**src/logic/fetch_pkg.sv**
```systemverilog
// types shared by the fetch side of the core
package fetch_pkg;

    // instruction address
    typedef logic [31:0] pc_t;

    // raw instruction word as returned by memory
    typedef logic [31:0] inst_t;

    // word fetch, so the pc moves one word per accepted address
    localparam pc_t PC_STEP = 32'd4;

    // address channel FSM
    // refill is the first request after the pc queue drained a slot
    typedef enum logic [1:0] {
        ADDR_IDLE                = 2'b00,
        ADDR_WAIT_ARREADY        = 2'b01,
        ADDR_WAIT_ROOM           = 2'b11,
        ADDR_REFILL_WAIT_ARREADY = 2'b10
    } addr_state_e;

endpackage

```
**src/logic/mem_rd_pkg.sv**
```systemverilog
// read port of the instruction memory
package mem_rd_pkg;

    // read response code, same width as the bus
    typedef logic [2:0] resp_t;

    // only okay responses are expected
    localparam resp_t RESP_OKAY = 3'd0;

endpackage

```
**src/logic/fetch_fifo.sv**
```systemverilog
`timescale 1ns/10ps

module fetch_fifo #(
    parameter int WIDTH      = 32,
    parameter int FIFO_DEPTH = 4
) (
    input  logic             clk,
    input  logic             rst_n,
    input  logic             flush,
    input  logic             push,
    input  logic             pop,
    input  logic [WIDTH-1:0] wdata,
    output logic [WIDTH-1:0] rdata,
    output logic             full,
    output logic             empty
);

    // address bits, depth is a power of two
    localparam int AW = $clog2(FIFO_DEPTH);

    logic [WIDTH-1:0] mem [FIFO_DEPTH];
    // extra msb tells full from empty
    logic [AW:0]      wr_ptr;
    logic [AW:0]      rd_ptr;
    logic             wr_en;

    // flush drops a push in the same cycle
    assign wr_en = push && !flush;

    assign empty = (wr_ptr == rd_ptr);
    assign full  = (wr_ptr[AW] != rd_ptr[AW]) && (wr_ptr[AW-1:0] == rd_ptr[AW-1:0]);

    // head entry, valid while not empty
    assign rdata = mem[rd_ptr[AW-1:0]];

    always_ff @(posedge clk or negedge rst_n) begin
        if (!rst_n) begin
            wr_ptr <= '0;
            rd_ptr <= '0;
        end else if (flush) begin
            wr_ptr <= '0;
            rd_ptr <= '0;
        end else begin
            if (wr_en) begin
                wr_ptr <= wr_ptr + 1'b1;
            end
            if (pop) begin
                rd_ptr <= rd_ptr + 1'b1;
            end
        end
    end

    // storage
    always_ff @(posedge clk) begin
        if (wr_en) begin
            mem[wr_ptr[AW-1:0]] <= wdata;
        end
    end

    a_no_overflow: assert property (@(posedge clk) disable iff (!rst_n) wr_en |-> !full)
        else $error("push into full fifo");

    a_no_underflow: assert property (@(posedge clk) disable iff (!rst_n) pop |-> !empty)
        else $error("pop from empty fifo");

endmodule

```
**src/logic/fetch_addr_ctrl.sv**
```systemverilog
`timescale 1ns/10ps

module fetch_addr_ctrl
    import fetch_pkg::*;
#(
    parameter pc_t RST_PC = 32'h8000_0000
) (
    input  logic clk,
    input  logic rst_n,
    // redirect from execute
    input  logic flush,
    input  pc_t  jump_pc,
    // pc queue state
    input  logic pc_full,
    input  logic issue_pop,
    // read address channel
    input  logic arready,
    output logic arvalid,
    output pc_t  raddr,
    output logic ar_fire
);

    addr_state_e state;
    addr_state_e state_nxt;
    logic        ar_req;

    // states in which an address is offered
    assign ar_req = (state == ADDR_WAIT_ARREADY) || (state == ADDR_REFILL_WAIT_ARREADY);

    // pc queue full means every slot already has a read in flight
    // so the request is held back until a slot drains
    assign arvalid = ar_req && !pc_full;

    // address accepted, also the push of the pc queue
    assign ar_fire = arvalid && arready;

    always_comb begin
        state_nxt = state;
        case (state)
            // leave reset, first request next cycle
            ADDR_IDLE: begin
                state_nxt = ADDR_WAIT_ARREADY;
            end
            ADDR_WAIT_ARREADY, ADDR_REFILL_WAIT_ARREADY: begin
                // queue filled by the last accept and nothing drains
                if (pc_full && !issue_pop && !flush) begin
                    state_nxt = ADDR_WAIT_ROOM;
                end else if (ar_fire) begin
                    state_nxt = ADDR_WAIT_ARREADY;
                end
            end
            // wait for decode to take an entry
            // a flush empties the queue, which also frees room
            ADDR_WAIT_ROOM: begin
                if (issue_pop || flush) begin
                    state_nxt = ADDR_REFILL_WAIT_ARREADY;
                end
            end
            default: begin
                state_nxt = ADDR_IDLE;
            end
        endcase
    end

    always_ff @(posedge clk or negedge rst_n) begin
        if (!rst_n) begin
            state <= ADDR_IDLE;
            raddr <= RST_PC;
        end else begin
            state <= state_nxt;
            // redirect wins over the sequential step
            // an address taken in the flush cycle belongs to the old stream
            if (flush) begin
                raddr <= jump_pc;
            end else if (ar_fire) begin
                raddr <= raddr + PC_STEP;
            end
        end
    end

    // offered address stays put until taken, unless fetch is redirected
    property p_raddr_hold;
        @(posedge clk) disable iff (!rst_n)
        arvalid && !arready && !flush |=> arvalid && $stable(raddr);
    endproperty

    a_raddr_hold: assert property (p_raddr_hold)
        else $error("raddr or arvalid changed before the address was accepted");

    // waiting for room only while the pc queue really is full
    property p_room_wait_full;
        @(posedge clk) disable iff (!rst_n)
        (state == ADDR_WAIT_ROOM) |-> pc_full;
    endproperty

    a_room_wait_full: assert property (p_room_wait_full)
        else $error("address FSM waits for room but pc queue is not full");

endmodule

```
**src/logic/fetch_drop_ctrl.sv**
```systemverilog
`timescale 1ns/10ps

module fetch_drop_ctrl
    import mem_rd_pkg::*;
#(
    parameter int FIFO_DEPTH = 4
) (
    input  logic  clk,
    input  logic  rst_n,
    input  logic  flush,
    input  logic  ar_fire,
    input  logic  rvalid,
    input  resp_t rresp,
    output logic  resp_keep
);

    // counts 0 to FIFO_DEPTH inclusive
    localparam int CW = $clog2(FIFO_DEPTH + 1);

    logic [CW-1:0] out_cnt;
    logic [CW-1:0] out_nxt;
    logic [CW-1:0] drop_cnt;

    // reads accepted but not answered after this edge
    // rready is tied high, so rvalid alone retires one
    assign out_nxt = out_cnt + CW'(ar_fire) - CW'(rvalid);

    // response of the live stream only while nothing is left to drop
    assign resp_keep = rvalid && (drop_cnt == '0);

    always_ff @(posedge clk or negedge rst_n) begin
        if (!rst_n) begin
            out_cnt  <= '0;
            drop_cnt <= '0;
        end else begin
            out_cnt <= out_nxt;
            // everything still in flight after a flush is stale
            // including an address taken in the flush cycle
            if (flush) begin
                drop_cnt <= out_nxt;
            end else if (rvalid && (drop_cnt != '0)) begin
                drop_cnt <= drop_cnt - CW'(1);
            end
        end
    end

    a_resp_okay: assert property (@(posedge clk) disable iff (!rst_n)
        rvalid |-> (rresp == RESP_OKAY))
        else $error("non-okay read response 0x%0h", rresp);

    a_out_bound: assert property (@(posedge clk) disable iff (!rst_n)
        out_cnt <= CW'(FIFO_DEPTH))
        else $error("outstanding reads %0d above fifo depth", out_cnt);

endmodule

```
**src/logic/fetch_issue_reg.sv**
```systemverilog
`timescale 1ns/10ps

module fetch_issue_reg
    import fetch_pkg::*;
(
    input  logic  clk,
    input  logic  rst_n,
    input  logic  flush,
    input  logic  inst_enable,
    // heads of the two queues
    input  logic  pc_empty,
    input  logic  inst_empty,
    input  pc_t   pc_head,
    input  inst_t inst_head,
    output logic  issue_pop,
    // decode side
    output logic  inst_valid,
    output pc_t   inst_pc,
    output inst_t inst
);

    // both heads leave together so a pc stays with its own word
    assign issue_pop = !flush && inst_enable && !pc_empty && !inst_empty;

    // valid bit
    always_ff @(posedge clk or negedge rst_n) begin
        if (!rst_n) begin
            inst_valid <= 1'b0;
        end else if (flush) begin
            inst_valid <= 1'b0;
        end else if (inst_enable) begin
            // bubble when either queue is still empty
            inst_valid <= issue_pop;
        end
    end

    // payload, held while decode is stalled
    always_ff @(posedge clk) begin
        if (issue_pop) begin
            inst_pc <= pc_head;
            inst    <= inst_head;
        end
    end

endmodule

```
**src/logic/ifu_top.sv**
```systemverilog
`timescale 1ns/10ps

module ifu_top
    import fetch_pkg::*;
    import mem_rd_pkg::*;
#(
    parameter pc_t RST_PC     = 32'h8000_0000,
    parameter int  FIFO_DEPTH = 4
) (
    input  logic  clk,
    input  logic  rst_n,
    // redirect from execute
    input  logic  flush,
    input  pc_t   jump_pc,
    // read address channel
    input  logic  arready,
    output logic  arvalid,
    output pc_t   raddr,
    // read data channel
    input  logic  rvalid,
    input  inst_t rdata,
    input  resp_t rresp,
    output logic  rready,
    // decode side
    input  logic  inst_enable,
    output logic  inst_valid,
    output pc_t   inst_pc,
    output inst_t inst
);

    logic  ar_fire;
    logic  resp_keep;
    logic  issue_pop;
    logic  pc_full;
    logic  pc_empty;
    logic  inst_empty;
    pc_t   pc_head;
    inst_t inst_head;

    // responses are always taken
    assign rready = 1'b1;

    fetch_addr_ctrl #(
        .RST_PC (RST_PC)
    ) i_addr_ctrl (
        .clk       (clk),
        .rst_n     (rst_n),
        .flush     (flush),
        .jump_pc   (jump_pc),
        .pc_full   (pc_full),
        .issue_pop (issue_pop),
        .arready   (arready),
        .arvalid   (arvalid),
        .raddr     (raddr),
        .ar_fire   (ar_fire)
    );

    // pcs of accepted addresses, in issue order
    fetch_fifo #(
        .WIDTH      ($bits(pc_t)),
        .FIFO_DEPTH (FIFO_DEPTH)
    ) pc_fifo (
        .clk   (clk),
        .rst_n (rst_n),
        .flush (flush),
        .push  (ar_fire),
        .pop   (issue_pop),
        .wdata (raddr),
        .rdata (pc_head),
        .full  (pc_full),
        .empty (pc_empty)
    );

    fetch_drop_ctrl #(
        .FIFO_DEPTH (FIFO_DEPTH)
    ) i_drop_ctrl (
        .clk       (clk),
        .rst_n     (rst_n),
        .flush     (flush),
        .ar_fire   (ar_fire),
        .rvalid    (rvalid),
        .rresp     (rresp),
        .resp_keep (resp_keep)
    );

    // never fuller than the pc queue, so its full flag is not needed
    fetch_fifo #(
        .WIDTH      ($bits(inst_t)),
        .FIFO_DEPTH (FIFO_DEPTH)
    ) inst_fifo (
        .clk   (clk),
        .rst_n (rst_n),
        .flush (flush),
        .push  (resp_keep),
        .pop   (issue_pop),
        .wdata (rdata),
        .rdata (inst_head),
        .full  (),
        .empty (inst_empty)
    );

    fetch_issue_reg i_issue_reg (
        .clk         (clk),
        .rst_n       (rst_n),
        .flush       (flush),
        .inst_enable (inst_enable),
        .pc_empty    (pc_empty),
        .inst_empty  (inst_empty),
        .pc_head     (pc_head),
        .inst_head   (inst_head),
        .issue_pop   (issue_pop),
        .inst_valid  (inst_valid),
        .inst_pc     (inst_pc),
        .inst        (inst)
    );

endmodule

```
**config.mk**
```make
export PLATFORM = sky130hd
export DESIGN_NAME = ifu_top
export DESIGN_NICKNAME = d
export VERILOG_FILES = /design/src/logic/fetch_pkg.sv /design/src/logic/mem_rd_pkg.sv /design/src/logic/fetch_fifo.sv /design/src/logic/fetch_addr_ctrl.sv /design/src/logic/fetch_drop_ctrl.sv /design/src/logic/fetch_issue_reg.sv /design/src/logic/ifu_top.sv
export SDC_FILE = /design/constraint.sdc
export NUM_CORES = 1
export LEC_CHECK = 0
export ABC_AREA = 1
export BUFFER_PORTS_ARGS = -buffer_cell sky130_fd_sc_hd__buf_2
export CORE_MARGIN = 1
export CORE_UTILIZATION = 30
export CTS_CLUSTER_DIAMETER = 40
export CTS_CLUSTER_SIZE = 24
export DETAILED_ROUTE_END_ITERATION = 10
export GPL_TIMING_DRIVEN = 0
export HOLD_SLACK_MARGIN = 0.08
export PLACE_DENSITY = 0.49
export REMOVE_ABC_BUFFERS = 1
export SETUP_SLACK_MARGIN = 0.1
export SLEW_MARGIN = 30
export SYNTH_ARGS = -nofsm -noshare
export SYNTH_HDL_FRONTEND = slang
export SYNTH_SLANG_ARGS = --single-unit
```
**constraint.sdc**
```tcl
create_clock -name clk -period 3.05 [get_ports clk]
set_input_delay 0.915 -clock clk [delete_from_list [all_inputs] [get_ports clk]]
set_output_delay 0.915 -clock clk [all_outputs]
set_load 0.03 [all_outputs]
```
# Word level (Yosys, flattened, before mapping)
# Memory sizes are Yosys's and may differ from the RTL's. A register that Yosys moved wholly into a read port is not among the register bits.
# Index checks and enable logic that the tools add are counted.
# Widths: inputs -> output; s select.
dict set report word_totals {
  ff_bits 53
  ram_bits 256
  inputBits 73
  out_inout_bits 99
  elab_cells 80
  mem_count 2
}
dict set report classes {
  addsub 8
  n_eq_ne 9
  n_mux 22
  n_reduce_logical 30
}
# memory depth word_bits read_ports rd_ports_with_merged_regs wr line
set mem_list {}
lappend mem_list {inst_fifo.mem 4 32 1 1 1 fetch_fifo.sv:21} ;# logic [WIDTH-1:0] mem [FIFO_DEPTH];
lappend mem_list {pc_fifo.mem 4 32 1 1 1 fetch_fifo.sv:21}
# cell n
set ops {}
lappend ops {{$mux 32} 2}
lappend ops {{$add 32x3->32 const B} 1}
lappend ops {{$mux 3} 10}
lappend ops {{$add 3x1->3 const B} 4}
lappend ops {{$logic_and 1x1->1} 12}
lappend ops {{$reduce_bool 2->1} 6}
lappend ops {{$eq 3x3->1} 2}
lappend ops {{$mux 1} 6}
lappend ops {{$mux 2} 3}
lappend ops {{$pmux 2 s3} 1}
lappend ops {{$logic_not 1->1} 5}
lappend ops {{$eq 2x2->1 const B} 2}
lappend ops {{$add 3x1->3} 1}
lappend ops {{$logic_not 3->1} 1}
lappend ops {{$ne 3x1->1 const B} 1}
lappend ops {{$reduce_bool 3->1} 1}
lappend ops {{$sub 3x1->3} 1}
lappend ops {{$sub 3x1->3 const B} 1}
lappend ops {{$eq 2x1->1 const B} 1}
lappend ops {{$eq 2x2->1} 1}
lappend ops {{$logic_not 2->1} 1}
lappend ops {{$logic_or 1x1->1} 2}
lappend ops {{$ne 2x1->1 const B} 1}
lappend ops {{$reduce_and 2->1} 1}
lappend ops {{other kinds (2)} 2}

# Longest topological paths before layout
dict set report logic_depth {
  depth_word 9
  mapped_depth 14
}

# Modules after synthesis
# Synthesis repeated with hierarchy kept, for this count alone.
dict set report unflattened {
  hier_cells 1413
  hier_area_um2 16256.8
}
# module n_inst cells_per_inst area_each_um2
set modules_own_cells {}
lappend modules_own_cells {fetch_fifo 2 457 5714.2}
lappend modules_own_cells {fetch_addr_ctrl 1 373 2434.8}
lappend modules_own_cells {fetch_issue_reg 1 73 1976.9}
lappend modules_own_cells {fetch_drop_ctrl 1 51 405.4}
lappend modules_own_cells {ifu_top 1 2 11.3}

# Worst setup path after synthesis
# OpenSTA, ideal clock, no wires.
dict set report synth_path {
  path_kind {input -> register}
  from {in flush}
  to {mem pc_fifo.mem[1][0], enable pin}
  setup_ps 421
  t_arrival_ps 2759
  t_required_ps 2629
  setup_slack_ps -130
  path_stages 4
  cell_sequence {clkinv_1 nand2_2 buf_4 nor2_1}
}
dict set report synth_via {
  elab_chain_cells 4
}
# item line
set synth_lines {}
lappend synth_lines {{start: declaration} ifu_top.sv:13} ;# input logic flush,
lappend synth_lines {{$logic_not 1->1} fetch_fifo.sv:28} ;# assign wr_en = push && !flush;
lappend synth_lines {{$logic_and 1x1->1} fetch_fifo.sv:28}
lappend synth_lines {{$mux 1} fetch_fifo.sv:55} ;# if (wr_en) begin
lappend synth_lines {{$mux 1 (not written as such)} fetch_fifo.sv:56} ;# mem[wr_ptr[AW-1:0]] <= wdata;
lappend synth_lines {{end: declaration} fetch_fifo.sv:21}
# Every way passes these cells.

# Final worst setup path
dict set report layout_path {
  from {reg pc_fifo.rd_ptr[1]}
  to {out arvalid}
}
dict set report layout_via {
  elab_chain_cells 4
}
# item line
set layout_lines {}
lappend layout_lines {{start: declaration} fetch_fifo.sv:24} ;# logic [AW:0] rd_ptr;
lappend layout_lines {{start signal: assignment} fetch_fifo.sv:48} ;# rd_ptr <= rd_ptr + 1'b1;
lappend layout_lines {{$eq 2x2->1} fetch_fifo.sv:31} ;# assign full = (wr_ptr[AW] != rd_ptr[AW]) && (wr_ptr[AW-1:0] == rd_ptr[AW-1:0]);
lappend layout_lines {{$logic_and 1x1->1} fetch_fifo.sv:31}
lappend layout_lines {{$logic_not 1->1} fetch_addr_ctrl.sv:32} ;# assign arvalid = ar_req && !pc_full;
lappend layout_lines {{$logic_and 1x1->1} fetch_addr_ctrl.sv:32}
lappend layout_lines {{end: declaration} ifu_top.sv:17} ;# output logic arvalid,
# Every way passes these cells.

==> results.md <==
* Top post-synthesis cells by count: edfxtp_1, nor2_1, o21ai_0, nand2_1, o22ai_1
* Crit-path max FO at 34
* Final GP Congestion at 0.755
* Final setup margin at 226 ps
* Ys async rst share at 0.142
* Yosys top cell area share at 0.646
* # rows at 81
* Vias post-DR at 9435
* Most used DFF post-synth: edfxtp_1
* Hold buffers post-CTS at 0
* Clk_lat worst skew at about 600 ps
* Gate power share at 0.087
* CP dominant cell by count: nand2_2
* Die width at 225 um
* Vias per cell at ~4.6
* Flop pwr share at 0.429
* Layout Nets at approximately 1400
* Count of cell types in the netlist at 41
* Post-route clock period utilization at 0.926
* Reg clk slew, reported paths at 60 ps
* Number of synthesized register bits at 373
* Switching pwr at 3.78 mW
* Number of buffers and inverters on the critical path at 3
* Num CTS Buffers at slightly below 60
* Top cells by area, synth: edfxtp_1, dfrtp_1, o21ai_0
* Worst-Margin Slew at 764 ps
* Pre-antenna DRT Iters at 5
* Fillers at 4661
* Post-synth top area cell: edfxtp_1
* Routed Antenna Nets at 0
* Pre-CTS setup slack at -1180 ps
* Area grow syn2layout at 28.6%
* TNS Setup at 0 ps
* Synth Cell Area at 14900 um2
* Post-route minimum period at 2820 ps
* CTS Buffer Depth at 3
* Clk network pwr share at 0.484
* Most frequent cell after synthesis: edfxtp_1
* Run status: completed
* Crit Path Class: register to output pin
* Critical path arrival at about 1900 ps
* Core Footprint at just under 50000 um2
* TritonCTS clock tree: built
* DP Wirelength at roughly 23 mm
* Initial antenna violation count at 0
* Worst VDD drop at 0.000524 V
* Routed WL at 37.0 mm
* Congestion Overflow GR at 0
* Slowest CP cell: dfrtp_4
* DRC errors left at 0
* H-tree depth at 2
* First-pass GRT wire length at 56.5 mm
* Slew HR at 0.491
* Largest net degree at the start of global routing at 61
* Vias in the first global route at 9204
* Fin. Hold Viols at 0
* Average instance area after synthesis at 13.1 um2
* Post-synth EDFFs at 320
* Clock Skew at 14.5 ps
* Pint at approximately 10 mW
* ANT cells at 0
* Layout cells sized above 1 at 0.262
* Root Buffer: clkbuf_16
* Synth warnings at 0
* Fmax at ~0.35 GHz
* Pwr Density at approximately 740 nW/um2
* Final setup viols at 0
* RSZ-0062 raised after global routing: false
* IO Pins at roughly 170
* MaxCap Viol Count at 0
* DRT iter0 DRCs at between 400 and 500
* Critical Path End Type: output pin
* Seq/Total Area, Yosys at 0.735
* Worst EP required at 2130 ps
* Hold Crit Class: input port to async pin
* All-layer global routing usage at 0.148
* Crit start category: register
* Crit-path leading delay family: flip-flops
* Max incr delay on CP at 530 ps
* Sw frac at 0.265
* I/O Buffers at 167
* Avg WL per Cell at 17.9 um
* Cells along the critical path: inv_12 > nand2_2 > nand2_2 > nand3b_2 > nand2_4 > inv_2 > buf_2
* Die height at ~220 um
* Cell count after synthesis at approximately 1100
* Sink Count at 373
* Slew Limit Fails at 0
* Initial Utilization at 0.304
* Static leakage at 7.07 nW
* Die area at 50500 um2
[per-layer routing]
layer  vias to the layer above  GRT usage  share of wire
met5                         -          0              0
met1                      4621      0.196           0.45
met2                       214      0.243           0.48
met4                         0     0.0386          0.018
met3                        62     0.0363          0.049
li1                       4538          -              -
[path summary, 6_finish.rpt]
check,startpoint,endpoint,slack (ps),depth (start not counted)
worst max-delay path,pc_fifo.rd_ptr[1],arvalid,230,7
worst min-delay path,rst_n,i_addr_ctrl.state[1],380,1
worst max register to register,inst_fifo.rd_ptr[1],inst_fifo.rd_ptr[2],530,7
worst min register to register,i_issue_reg.inst_valid,i_issue_reg.inst_valid,510,2
max in group asynchronous,rst_n,inst_fifo.rd_ptr[0],2100,1
min in group clk,i_issue_reg.inst_valid,i_issue_reg.inst_valid,510,2
[cell families (layout without fill, tap and decap cells)]
| family | after synthesis | in the layout | share of synthesized area |
|---|---|---|---|
| adders and majority gates | 18 | 18 | 0.0156 |
| buffers and inverters | 109 | 366 | 0.0315 |
| xor gates and xnor gates | 31 | 31 | 0.0182 |
| other | 1 | 1 | 0.000252 |
| and+or+nand+nor | 376 | 376 | 0.110 |
| AOI/OAI and AO/OA | 232 | 232 | 0.0894 |
| DFF | 373 | 373 | 0.735 |
[state kept, by name, summed over array words and instances (netlist names), 32 cells and up]
register	flops
inst_fifo.mem	128
pc_fifo.mem	128
i_issue_reg.inst_pc	32
i_issue_reg.inst	32
i_addr_ctrl.raddr	32
[cell type report]
class / instances / area, um2 / share of cell area
Clock inverter: 51 / 613 / 0.0320
Inverter: 58 / 249 / 0.0130
Timing Repair Buffer: 196 / 1460 / 0.0761
Tap cell: 664 / 831 / 0.0434
Clock buffer: 61 / 1500 / 0.0785
Multi-Input combinational cell: 658 / 3550 / 0.185
Sequential cell: 373 / 10900 / 0.572
[cells in the final DEF, fill, tap and decap left out, types with 15 or more instances in the layout]
master | netlist | layout
o21ai_0 | 146 | 146
buf_2 | 5 | 165
xor2_1 | 15 | 15
buf_16 | 0 | 16
nand2_1 | 131 | 131
clkbuf_16 | 0 | 59
edfxtp_1 | 320 | 320
nor2_1 | 160 | 152
dfrtp_1 | 52 | 48
nand3_1 | 30 | 30
inv_1 | 51 | 48
o22ai_1 | 66 | 66
xnor2_1 | 16 | 15
ha_1 | 17 | 17
[stage by stage]
stage	hold WS [ps]	utilization	cells	power, mW	instance area (um2)
6_report	383	0.391	2061	14.3	19100
4_1_cts	394	0.391	2058	14.5	19100
5_1_grt	422	0.391	2061	14.8	19100
2_1_floorplan	478	-	1089	6.91	14600
3_5_place_dp	502	0.345	1939	7.47	16900
3_3_place_gp	499	0.333	1920	7.37	16300
[timing repair]
| action | 4_1_cts | 5_1_grt |
|---|---|---|
| setup endpoints to repair | 214 | 1 |
| endpoints found under the hold margin | 0 | 0 |
| pin swaps | 2 | 0 |
| setup buffers | 7 | 3 |
| gates resized for setup | 8 | 0 |
| cloned | 0 | 0 |
[worst reg2reg max path: stages (launching register included)]
cell     delay [ps]
dfrtp_2         840
xnor2_1         160
nand3_1         140
nand3_1         280
inv_6           340
buf_16          340
and3_1          240
nor3_1           40
[power by group through the flow]
stage	registers [mW]	clock network, mW	logic, mW
global route	6.14	7.28	1.41
CTS	6.12	7.07	1.27
finish	6.11	6.90	1.24
detailed placement	6.22	0	1.24
floorplan	6.31	0	0.606
global placement	6.25	0	1.12
Power figures use the tool's default switching activity.
